===== src/acq_defs.svh =====
`ifndef ACQ_DEFS_SVH
`define ACQ_DEFS_SVH

// core sizing
`define NUM_CHAN            4
`define CMD_FIFO_DEPTH      4
`define SAMPLE_FIFO_DEPTH   8
`define FIFO_ALMOST_MARGIN  1   // distance of the almost flags from full / empty

// ------------------------------------------------------------
// ebi register map
`define EBI_ADDR_STATUS       0
`define EBI_ADDR_CMD_W1       1   // chan, count
`define EBI_ADDR_CMD_W2       2   // start_time high half
`define EBI_ADDR_CMD_W3       3   // start_time low half
`define EBI_ADDR_CMD_W4       4   // first value
`define EBI_ADDR_CMD_W5       5   // period, pushes the command
`define EBI_ADDR_NEXT_SAMPLE  6
`define EBI_ADDR_RESET_TIME   7
`define EBI_ADDR_RUN_TIME     8
`define EBI_ADDR_TIME_L       9
`define EBI_ADDR_TIME_H       10

`define EBI_EMPTY_READ  16'hDEAD  // next sample read with nothing queued

`endif


===== src/acq_pkg.sv =====
package acq_pkg;

  // one burst command as the timers see it
  typedef struct packed {
    logic [7:0]  chan;        // target timer
    logic [7:0]  count;       // samples in the burst, 0 is none
    logic [31:0] start_time;  // global time of first sample
    logic [15:0] value;       // first sample value
    logic [15:0] period;      // cycles between samples, 0 acts as 1
  } cmd_fields_t;

  // same 80 bits, seen as the five bus words or as fields
  // word 1 sits in the top 16 bits
  typedef union packed {
    logic [1:5][15:0] words;
    cmd_fields_t      f;
  } cmd_u;

  typedef struct packed {
    logic almost_full;
    logic full;
    logic almost_empty;
    logic empty;
  } fifo_flags_t;

  // ------------------------------------------------------------
  // status word as read at the STATUS address
  typedef struct packed {
    fifo_flags_t cmd_flags;
    fifo_flags_t sample_flags;
    logic [7:0]  rsvd;        // always zero
  } status_t;

endpackage


===== src/sync_fifo.sv =====
`timescale 1ns/100ps
`include "acq_defs.svh"

module sync_fifo #(
  parameter int WIDTH = 16,
  parameter int DEPTH = 8
) (
  input  logic                 clk,
  input  logic                 rst,
  input  logic                 wr_en,
  input  logic [WIDTH-1:0]     wr_data,
  input  logic                 rd_en,
  output logic [WIDTH-1:0]     rd_data,
  output acq_pkg::fifo_flags_t flags
);

  localparam int AW = (DEPTH > 1) ? $clog2(DEPTH) : 1;
  localparam int CW = $clog2(DEPTH + 1);

  logic [WIDTH-1:0] mem [DEPTH];
  logic [AW-1:0]    wr_ptr;
  logic [AW-1:0]    rd_ptr;
  logic [CW-1:0]    count;
  logic             do_wr;
  logic             do_rd;

  assign do_wr = wr_en && !flags.full;   // write into a full fifo is dropped
  assign do_rd = rd_en && !flags.empty;

  always_ff @(posedge clk) begin
    if (do_wr) mem[wr_ptr] <= wr_data;
  end

  always_ff @(posedge clk) begin
    if (rst) begin
      wr_ptr <= '0;
      rd_ptr <= '0;
      count  <= '0;
    end else begin
      if (do_wr) wr_ptr <= (wr_ptr == AW'(DEPTH - 1)) ? '0 : wr_ptr + 1'b1;
      if (do_rd) rd_ptr <= (rd_ptr == AW'(DEPTH - 1)) ? '0 : rd_ptr + 1'b1;
      if (do_wr && !do_rd) count <= count + 1'b1;
      else if (do_rd && !do_wr) count <= count - 1'b1;
    end
  end

  assign rd_data            = mem[rd_ptr];  // show-ahead head
  assign flags.full         = (count == CW'(DEPTH));
  assign flags.empty        = (count == '0);
  assign flags.almost_full  = (count >= CW'(DEPTH - `FIFO_ALMOST_MARGIN));
  assign flags.almost_empty = (count <= CW'(`FIFO_ALMOST_MARGIN));

endmodule


===== src/ebi_bridge.sv =====
`timescale 1ns/100ps
`include "acq_defs.svh"

module ebi_bridge (
  input  logic                 clk,
  input  logic                 rst,
  input  logic [15:0]          data_in,
  output logic [15:0]          data_out,
  input  logic [18:0]          addr,
  input  logic                 rd,
  input  logic                 wr,
  input  logic                 cs,
  output logic [31:0]          global_clock,
  output logic                 irq,
  output acq_pkg::cmd_u        cmd_word,
  output logic                 cmd_push,
  input  acq_pkg::fifo_flags_t cmd_flags,
  input  logic [15:0]          sample_head,
  input  acq_pkg::fifo_flags_t sample_flags,
  output logic                 sample_pop
);

  // one-hot transaction states
  localparam logic [4:0] ST_FETCH           = 5'b00001;
  localparam logic [4:0] ST_CMD_WAIT        = 5'b00010;
  localparam logic [4:0] ST_TIME_RESET_WAIT = 5'b00100;
  localparam logic [4:0] ST_TIME_RUN_WAIT   = 5'b01000;
  localparam logic [4:0] ST_SAMPLE_WAIT     = 5'b10000;

  localparam acq_pkg::status_t STATUS_RST = 16'h3300;  // both fifos empty

  logic             wr_sel;
  logic             rd_sel;
  logic             wr_d;
  logic             wr_dd;
  logic             rd_d;
  logic             rd_dd;
  logic             wr_done;
  logic             rd_done;
  logic [4:0]       state;
  logic [4:0]       state_nxt;
  logic             push_now;
  logic             pop_now;
  logic             clr_now;
  logic             run_now;
  logic             time_run;
  logic             sample_hit;    // last sample read returned real data
  acq_pkg::cmd_u    cmd_q;
  acq_pkg::status_t status_q;
  acq_pkg::status_t status_seen;   // status at the last STATUS read

  assign wr_sel   = cs && wr;
  assign rd_sel   = cs && rd;
  assign cmd_word = cmd_q;

  // ------------------------------------------------------------
  // strobe falling edges, two stages
  always_ff @(posedge clk) begin
    if (rst) begin
      wr_d  <= 1'b0;
      wr_dd <= 1'b0;
      rd_d  <= 1'b0;
      rd_dd <= 1'b0;
    end else begin
      wr_d  <= wr_sel;
      wr_dd <= wr_d;
      rd_d  <= rd_sel;
      rd_dd <= rd_d;
    end
  end

  assign wr_done = wr_dd && !wr_d;
  assign rd_done = rd_dd && !rd_d;

  // ------------------------------------------------------------
  // transaction fsm
  always_comb begin
    state_nxt = state;
    push_now  = 1'b0;
    pop_now   = 1'b0;
    clr_now   = 1'b0;
    run_now   = 1'b0;
    case (state)
      ST_FETCH: begin
        if (wr_sel) begin
          if (addr == `EBI_ADDR_CMD_W5) state_nxt = ST_CMD_WAIT;
          else if (addr == `EBI_ADDR_RESET_TIME) state_nxt = ST_TIME_RESET_WAIT;
          else if (addr == `EBI_ADDR_RUN_TIME) state_nxt = ST_TIME_RUN_WAIT;
        end else if (rd_sel && addr == `EBI_ADDR_NEXT_SAMPLE) begin
          state_nxt = ST_SAMPLE_WAIT;
        end
      end
      ST_CMD_WAIT: begin
        if (wr_done) begin
          state_nxt = ST_FETCH;
          push_now  = 1'b1;
        end
      end
      ST_TIME_RESET_WAIT: begin
        if (wr_done) begin
          state_nxt = ST_FETCH;
          clr_now   = 1'b1;
        end
      end
      ST_TIME_RUN_WAIT: begin
        if (wr_done) begin
          state_nxt = ST_FETCH;
          run_now   = 1'b1;
        end
      end
      ST_SAMPLE_WAIT: begin
        if (rd_done) begin
          state_nxt = ST_FETCH;
          pop_now   = sample_hit;  // nothing to pop after an empty read
        end
      end
      default: state_nxt = ST_FETCH;
    endcase
  end

  always_ff @(posedge clk) begin
    if (rst) begin
      state      <= ST_FETCH;
      cmd_push   <= 1'b0;
      sample_pop <= 1'b0;
    end else begin
      state      <= state_nxt;
      cmd_push   <= push_now;
      sample_pop <= pop_now;
    end
  end

  // command words, latched every cycle of the write
  always_ff @(posedge clk) begin
    if (wr_sel) begin
      case (addr)
        `EBI_ADDR_CMD_W1: cmd_q.words[1] <= data_in;
        `EBI_ADDR_CMD_W2: cmd_q.words[2] <= data_in;
        `EBI_ADDR_CMD_W3: cmd_q.words[3] <= data_in;
        `EBI_ADDR_CMD_W4: cmd_q.words[4] <= data_in;
        `EBI_ADDR_CMD_W5: cmd_q.words[5] <= data_in;
        default: ;
      endcase
    end
  end

  // ------------------------------------------------------------
  // read data, status and irq
  always_ff @(posedge clk) begin
    if (rst) begin
      data_out    <= 16'h0000;
      sample_hit  <= 1'b0;
      status_q    <= STATUS_RST;
      status_seen <= STATUS_RST;
      irq         <= 1'b0;
    end else begin
      status_q <= '{cmd_flags: cmd_flags, sample_flags: sample_flags, rsvd: 8'h00};
      irq      <= (status_q != status_seen);  // held until status is read
      if (rd_sel) begin
        case (addr)
          `EBI_ADDR_STATUS: begin
            data_out    <= status_q;
            status_seen <= status_q;
          end
          `EBI_ADDR_NEXT_SAMPLE: begin
            data_out   <= sample_flags.empty ? `EBI_EMPTY_READ : sample_head;
            sample_hit <= !sample_flags.empty;
          end
          `EBI_ADDR_TIME_L: data_out <= global_clock[15:0];
          `EBI_ADDR_TIME_H: data_out <= global_clock[31:16];
          default: ;
        endcase
      end
    end
  end

  // global time, a reset also stops it
  always_ff @(posedge clk) begin
    if (rst) begin
      global_clock <= 32'd0;
      time_run     <= 1'b0;
    end else if (clr_now) begin
      global_clock <= 32'd0;
      time_run     <= 1'b0;
    end else begin
      if (time_run) global_clock <= global_clock + 32'd1;
      if (run_now) time_run <= 1'b1;
    end
  end

endmodule


===== src/cmd_dispatch.sv =====
`timescale 1ns/100ps
`include "acq_defs.svh"

module cmd_dispatch (
  input  logic                  clk,
  input  logic                  rst,
  input  acq_pkg::cmd_u         cmd_head,
  input  acq_pkg::fifo_flags_t  cmd_flags,
  output logic                  cmd_pop,
  output acq_pkg::cmd_fields_t  chan_cmd,
  output logic [`NUM_CHAN-1:0]  chan_load,
  input  logic [`NUM_CHAN-1:0]  chan_busy
);

  localparam int CHAN_W = (`NUM_CHAN > 1) ? $clog2(`NUM_CHAN) : 1;

  logic              in_range;
  logic [CHAN_W-1:0] idx;
  logic              issue;

  assign in_range = (cmd_head.f.chan < `NUM_CHAN);
  assign idx      = cmd_head.f.chan[CHAN_W-1:0];
  // head stays valid for one more cycle after a pop, so skip that cycle
  assign issue    = !cmd_flags.empty && !cmd_pop;

  always_ff @(posedge clk) begin
    if (rst) begin
      cmd_pop   <= 1'b0;
      chan_load <= '0;
    end else begin
      cmd_pop   <= 1'b0;
      chan_load <= '0;
      if (issue) begin
        if (!in_range) begin
          cmd_pop <= 1'b1;  // bad channel, drop it
        end else if (!chan_busy[idx]) begin
          cmd_pop        <= 1'b1;
          chan_load[idx] <= 1'b1;
        end
      end
    end
  end

  always_ff @(posedge clk) begin
    if (issue && in_range) chan_cmd <= cmd_head.f;
  end

endmodule


===== src/chan_timer.sv =====
`timescale 1ns/100ps

module chan_timer (
  input  logic                 clk,
  input  logic                 rst,
  input  logic                 load,
  input  acq_pkg::cmd_fields_t cmd,
  input  logic [31:0]          global_clock,
  output logic                 busy,
  output logic                 req,
  output logic [15:0]          sample,
  input  logic                 grant
);

  logic [7:0]  remaining;  // samples still to emit
  logic [31:0] due;        // global time of next sample
  logic [15:0] period_q;
  logic        reached;

  // wrap-safe compare, a start time in the past fires at once
  assign reached = ($signed(global_clock - due) >= 0);
  assign req     = busy && reached;

  always_ff @(posedge clk) begin
    if (rst) begin
      busy <= 1'b0;
    end else if (load) begin
      busy <= (cmd.count != 8'd0);
    end else if (grant && remaining == 8'd1) begin
      busy <= 1'b0;  // last sample taken
    end
  end

  always_ff @(posedge clk) begin
    if (load) begin
      remaining <= cmd.count;
      due       <= cmd.start_time;
      sample    <= cmd.value;
      period_q  <= (cmd.period == 16'd0) ? 16'd1 : cmd.period;
    end else if (grant) begin
      remaining <= remaining - 8'd1;
      due       <= due + {16'h0000, period_q};
      sample    <= sample + 16'd1;
    end
  end

endmodule


===== src/sample_merge.sv =====
`timescale 1ns/100ps
`include "acq_defs.svh"

module sample_merge (
  input  logic                        clk,
  input  logic                        rst,
  input  logic [`NUM_CHAN-1:0]        req,
  input  logic [`NUM_CHAN-1:0][15:0]  samples,
  input  acq_pkg::fifo_flags_t        fifo_flags,
  output logic [`NUM_CHAN-1:0]        grant,
  output logic                        push,
  output logic [15:0]                 push_data
);

  logic        stall;
  logic        found;
  logic [15:0] sel_data;

  // a push still in flight takes the last free slot
  assign stall = fifo_flags.full || (push && fifo_flags.almost_full);

  // lowest index wins
  always_comb begin
    found    = 1'b0;
    grant    = '0;
    sel_data = samples[0];
    for (int i = 0; i < `NUM_CHAN; i++) begin
      if (req[i] && !found && !stall) begin
        grant[i] = 1'b1;
        sel_data = samples[i];
        found    = 1'b1;
      end
    end
  end

  always_ff @(posedge clk) begin
    if (rst) push <= 1'b0;
    else push <= |grant;
  end

  always_ff @(posedge clk) begin
    if (|grant) push_data <= sel_data;
  end

endmodule


===== src/acq_top.sv =====
`timescale 1ns/100ps
`include "acq_defs.svh"

module acq_top (
  input  logic        clk,
  input  logic        rst,
  input  logic [15:0] data_in,
  output logic [15:0] data_out,
  input  logic [18:0] addr,
  input  logic        rd,
  input  logic        wr,
  input  logic        cs,
  output logic [31:0] global_clock,
  output logic        irq
);

  acq_pkg::cmd_u               cmd_word;
  acq_pkg::cmd_u               cmd_head;
  logic                        cmd_push;
  logic                        cmd_pop;
  acq_pkg::fifo_flags_t        cmd_flags;
  acq_pkg::fifo_flags_t        sample_flags;
  logic [15:0]                 sample_head;
  logic                        sample_pop;
  logic                        sample_push;
  logic [15:0]                 sample_data;
  acq_pkg::cmd_fields_t        chan_cmd;
  logic [`NUM_CHAN-1:0]        chan_load;
  logic [`NUM_CHAN-1:0]        chan_busy;
  logic [`NUM_CHAN-1:0]        chan_req;
  logic [`NUM_CHAN-1:0]        chan_grant;
  logic [`NUM_CHAN-1:0][15:0]  chan_sample;

  ebi_bridge u_ebi_bridge (
    .clk(clk), .rst(rst),
    .data_in(data_in), .data_out(data_out), .addr(addr),
    .rd(rd), .wr(wr), .cs(cs),
    .global_clock(global_clock), .irq(irq),
    .cmd_word(cmd_word), .cmd_push(cmd_push), .cmd_flags(cmd_flags),
    .sample_head(sample_head), .sample_flags(sample_flags), .sample_pop(sample_pop)
  );

  // ------------------------------------------------------------
  // command path
  sync_fifo #(.WIDTH($bits(acq_pkg::cmd_u)), .DEPTH(`CMD_FIFO_DEPTH)) u_cmd_fifo (
    .clk(clk), .rst(rst),
    .wr_en(cmd_push), .wr_data(cmd_word),
    .rd_en(cmd_pop), .rd_data(cmd_head), .flags(cmd_flags)
  );

  cmd_dispatch u_cmd_dispatch (
    .clk(clk), .rst(rst),
    .cmd_head(cmd_head), .cmd_flags(cmd_flags), .cmd_pop(cmd_pop),
    .chan_cmd(chan_cmd), .chan_load(chan_load), .chan_busy(chan_busy)
  );

  for (genvar i = 0; i < `NUM_CHAN; i++) begin : g_chan
    chan_timer u_chan_timer (
      .clk(clk), .rst(rst),
      .load(chan_load[i]), .cmd(chan_cmd), .global_clock(global_clock),
      .busy(chan_busy[i]), .req(chan_req[i]), .sample(chan_sample[i]),
      .grant(chan_grant[i])
    );
  end

  // ------------------------------------------------------------
  // sample path
  sample_merge u_sample_merge (
    .clk(clk), .rst(rst),
    .req(chan_req), .samples(chan_sample), .fifo_flags(sample_flags),
    .grant(chan_grant), .push(sample_push), .push_data(sample_data)
  );

  sync_fifo #(.WIDTH(16), .DEPTH(`SAMPLE_FIFO_DEPTH)) u_sample_fifo (
    .clk(clk), .rst(rst),
    .wr_en(sample_push), .wr_data(sample_data),
    .rd_en(sample_pop), .rd_data(sample_head), .flags(sample_flags)
  );

endmodule


===== config.mk =====
export PLATFORM = sky130hd
export DESIGN_NAME = acq_top
export DESIGN_NICKNAME = d
export VERILOG_FILES = /design/src/acq_pkg.sv /design/src/sync_fifo.sv /design/src/ebi_bridge.sv /design/src/cmd_dispatch.sv /design/src/chan_timer.sv /design/src/sample_merge.sv /design/src/acq_top.sv
export VERILOG_INCLUDE_DIRS = /design/src
export SDC_FILE = /design/constraint.sdc
export NUM_CORES = 2
export LEC_CHECK = 0
export ABC_CLOCK_PERIOD_IN_PS = 14500
export BUFFER_PORTS_ARGS = -buffer_cell sky130_fd_sc_hd__buf_2
export CAP_MARGIN = 30
export CORE_UTILIZATION = 36
export DETAILED_ROUTE_END_ITERATION = 16
export SLEW_MARGIN = 15
export SYNTH_ARGS = -nofsm -noshare
export SYNTH_HDL_FRONTEND = slang
export SYNTH_SLANG_ARGS = --single-unit

===== constraint.sdc =====
create_clock -name clk -period 14.5 [get_ports clk]
set_input_delay 0.725 -clock clk [delete_from_list [all_inputs] [get_ports clk]]
set_output_delay 0.725 -clock clk [all_outputs]
set_load 0.03 [all_outputs]

==> flow_metrics.tcl <==
set metrics [dict create \
    outcome "finished clean" \
    setup_viol 0 \
    viasPerCell 5.211 \
    synth.distinct_cells 80 \
    reg2reg_from "u_ebi_bridge.global_clock[12]$_SDFFE_PP0P_" \
    io_buffer_count 88 \
    async_flop_share_pct 0 \
    yosysSeqAreaShare_pct 62.86 \
    clkLatencyLatePin_ns 0.69 \
    power_density_nw_per_um2 111.1 \
    reg2reg_depth 10 \
    final_cell_area_um2 52780 \
    row_count 131 \
    required_ns 14.79 \
    place_area_um2 49330 \
    clkTransAtPathRegs_ns 0.06 \
    critPathCapture "g_chan[2].u_chan_timer.due[14]$_DFFE_PP_" \
    drcViolationCount 0 \
    area_growth_pct 13.05 \
    synth.area.top_cells "edfxtp_1 (58%), ha_1 (5.9%), mux4_2 (5.2%)" \
    cts.repair.resized 0 \
    die_y_um 362.1 \
    grt_pass1_wl_um 172100 \
    drv_cap 0 \
    final.fill_count 11822 \
    max-vdd-ir-drop_mv 0.08336 \
    reg2reg_to "g_chan[2].u_chan_timer.due[14]$_DFFE_PP_" \
    ys.flop_type "edfxtp_1" \
    yosysTopAreaCellShare_pct 58.14 \
    worst_pin_slew_ns 0.9716 \
    grt_pass1_vias 27955 \
    crit_type "register to register" \
    drv_slew 0 \
    cp_common_cell "a211o_1" \
    crit_start "u_ebi_bridge.global_clock[12]$_SDFFE_PP0P_" \
    grt_max_degree 81 \
    synth_area_um2 46690 \
    startpoint_type "register" \
    die_w_um 362.1 \
    yosysTopAreaCell "edfxtp_1" \
    cts_tree "done" \
    critPathMaxStageDelay_ns 0.68 \
    finalClockSkew_ns 0.03410 \
    synth-edff-count 904 \
    antenna_left 0 \
    h-tree-depth 3 \
    vias 28462 \
    finalCriticalPeriod_ns 4.871 \
    nets 3907 \
    timing.reg2reg.setup_slack_ns 9.63 \
    cp_max_fo 40 \
    power_leakage_nw 17.98 \
    synth_cells 3533 \
    rsz0062_at_grt "false" \
    cp_cell_sequence "ha_1 -> a21o_1 -> a211o_1 -> a2111oi_2 -> a211o_1 -> nand4_1 -> a21bo_1 -> or3_1 -> nand2b_2 -> buf_4" \
    antenna_found_initial 17 \
    syn_nets 3797 \
    core-area_um2 128200 \
    yosys_warnings 0 \
    wl_um 114000 \
    cp.arrival_ns 5.16 \
    synth-seq-cells 1014 \
    dpl.hpwl_um 80370 \
    clock_sinks 1014 \
    cts_made_buffers 102 \
    clock-root-buffer "clkbuf_16" \
    overflow 0 \
    relSlewSlack_pct 34.54 \
    gr-usage-all-layers_pct 17.23 \
    end_kind "register" \
    die-area_um2 131100 \
    avgSynthCellArea_um2 13.22 \
    hold_viol_final 0 \
    cts_setup_buffers 0 \
    slowest_stage "dfxtp_1" \
    initial_utilization_pct 36.43 \
    firstDrtPassIters 6 \
    cts_hold_buf 0 \
    fin_crit_sh_pct 33.60 \
    clock_path_buffers 3 \
    max_freq_mhz 205.3 \
    drive_above_1_share_pct 12.48 \
    wire_per_inst_um 20.87 \
    pin_count 89 \
    gp_congestion 0.8867 \
    min_path_type "primary input to register" \
    drt_iter0_drc 2655 \
    tns_ns 0 \
]
[synth_stat cells (6+ instances only)]
master	number
a31oi_1	16
o211ai_1	10
xnor2_1	128
mux2i_1	27
and2_1	12
o21ai_0	261
a22oi_1	6
buf_1	17
o31ai_1	9
xor2_1	103
nand4_1	43
or3_1	22
a211oi_1	19
o21a_1	18
nor3_2	8
nand3_2	8
mux2_2	11
dfxtp_1	110
nor2b_1	20
nor4_1	38
nand3b_1	9
o21ai_1	13
and3_1	38
nor3_1	55
or4_1	6
nor2_1	188
a222oi_1	11
buf_2	8
a21o_1	20
mux4_2	107
nand3_1	103
inv_1	192
a311oi_1	9
ha_1	220
a21oi_1	151
a22o_1	16
nand2_1	361
edfxtp_1	904
nor3b_1	7
clkbuf_1	107
nand2b_1	28
and4_1	11
or2_2	9
[sequential cells by signal, indices dropped and copies added, names as in the netlist, 16 cells and up, named ones only]
signal                         cells
u_sample_merge.push_data          16
u_ebi_bridge.cmd_word             80
u_cmd_dispatch.chan_cmd           72
u_sample_fifo.mem                128
u_ebi_bridge.data_out             16
g_chan.u_chan_timer.due          128
u_ebi_bridge.global_clock         32
g_chan.u_chan_timer.period_q      64
u_cmd_fifo.mem                   320
g_chan.u_chan_timer.sample        64
g_chan.u_chan_timer.remaining     32
[final cells by class]
class,instances,area (um2),area share (%)
Clock buffer,127,2698,5.111
Antenna cell,7,17.52,0.03319
Tap cell,1729,2163,4.099
Timing Repair Buffer,141,937.1,1.776
Inverter,193,724.4,1.373
Sequential cell,1014,29370,55.65
Multi-Input combinational cell,2191,16190,30.67
Clock inverter,60,679.4,1.287
[layer usage]
| metal | vias up | GRT usage, % | share of wire, % |
|---|---|---|---|
| li1 | 13434 | - | - |
| met1 | 14034 | 24.70 | 46 |
| met2 | 785 | 26.47 | 44 |
| met3 | 187 | 3.158 | 6.4 |
| met4 | 22 | 5.218 | 2.6 |
| met5 | - | 0 | 0.11 |
[kinds of logic after synthesis]
kind of cell             count (synthesis)  share of synthesized area (%)
adder cells (fa/ha/maj)                224                          6.067
buffers and inverters                  328                          2.725
multiplexers                           145                          6.005
AND/OR/NAND/NOR                        984                          10.26
flip-flops                            1014                          62.86
XOR/XNOR                               231                          4.333
AO/OA/AOI/OAI                          607                          7.752
[placed cells by master, fill, tap and decap left out, types with 27 or more instances in the layout]
cell       count
edfxtp_1     904
nand3_1      103
nand4_1       43
clkbuf_16    103
a21oi_1      151
o21ai_0      260
mux2i_1       27
mux4_2       107
nand2_1      361
xnor2_1      128
buf_4         42
dfxtp_1      103
and3_1        38
ha_1         220
buf_2         89
nor3_1        47
xor2_1       103
nor2_1       186
nor4_1        37
inv_1        192
[worst max-delay path, delay by kind of cell, from the launching register on]
kind | cells | cell delay, ns
flip-flops | 1 | 0.68
AO/OA/AOI/OAI | 5 | 1.55
buffers and inverters | 1 | 0.55
AND/OR/NAND/NOR | 3 | 1.32
adder cells (fa/ha/maj) | 1 | 0.35
[how the worst min path moves through the flow]
stage | start | endpoint | slack, ns | depth (start not counted)
after floorplan | u_ebi_bridge.sample_hit$_SDFFE_PP0P_ | u_ebi_bridge.sample_pop$_SDFF_PP0_ | 0.42 | 2
after global placement | u_ebi_bridge.rd_d$_SDFF_PP0_ | u_ebi_bridge.rd_dd$_SDFF_PP0_ | 0.44 | 1
after detailed placement | u_ebi_bridge.wr_d$_SDFF_PP0_ | u_ebi_bridge.wr_dd$_SDFF_PP0_ | 0.45 | 1
after CTS | data_in[15] | u_ebi_bridge.cmd_word[63]$_DFFE_PP_ | 0.36 | 1
after global routing | data_in[0] | u_ebi_bridge.cmd_word[64]$_DFFE_PP_ | 0.37 | 1
final | data_in[15] | u_ebi_bridge.cmd_word[63]$_DFFE_PP_ | 0.38 | 1
[power by group]
part	switching, mW	internal (mW)
Combinational	0.0305	0.0153
Sequential	0.00442	3.14
Clock	1.12	1.55
Total	1.16	4.71
[per-stage QoR]
step | hold slack [ns] | worst slack (ns) | power (mW) | util, % | cells
6_report | 0.3780 | 9.629 | 5.864 | 41.18 | 5462
3_3_place_gp | 0.4362 | 9.560 | 3.251 | 38.38 | 5256
2_1_floorplan | 0.4225 | 7.647 | 3.228 | - | 3533
5_1_grt | 0.3688 | 9.318 | 6.027 | 41.17 | 5457
4_1_cts | 0.3642 | 9.545 | 5.924 | 41.12 | 5451
3_5_place_dp | 0.4492 | 9.572 | 3.251 | 38.48 | 5264
No activity file was read; power rests on OpenSTA's default activity.
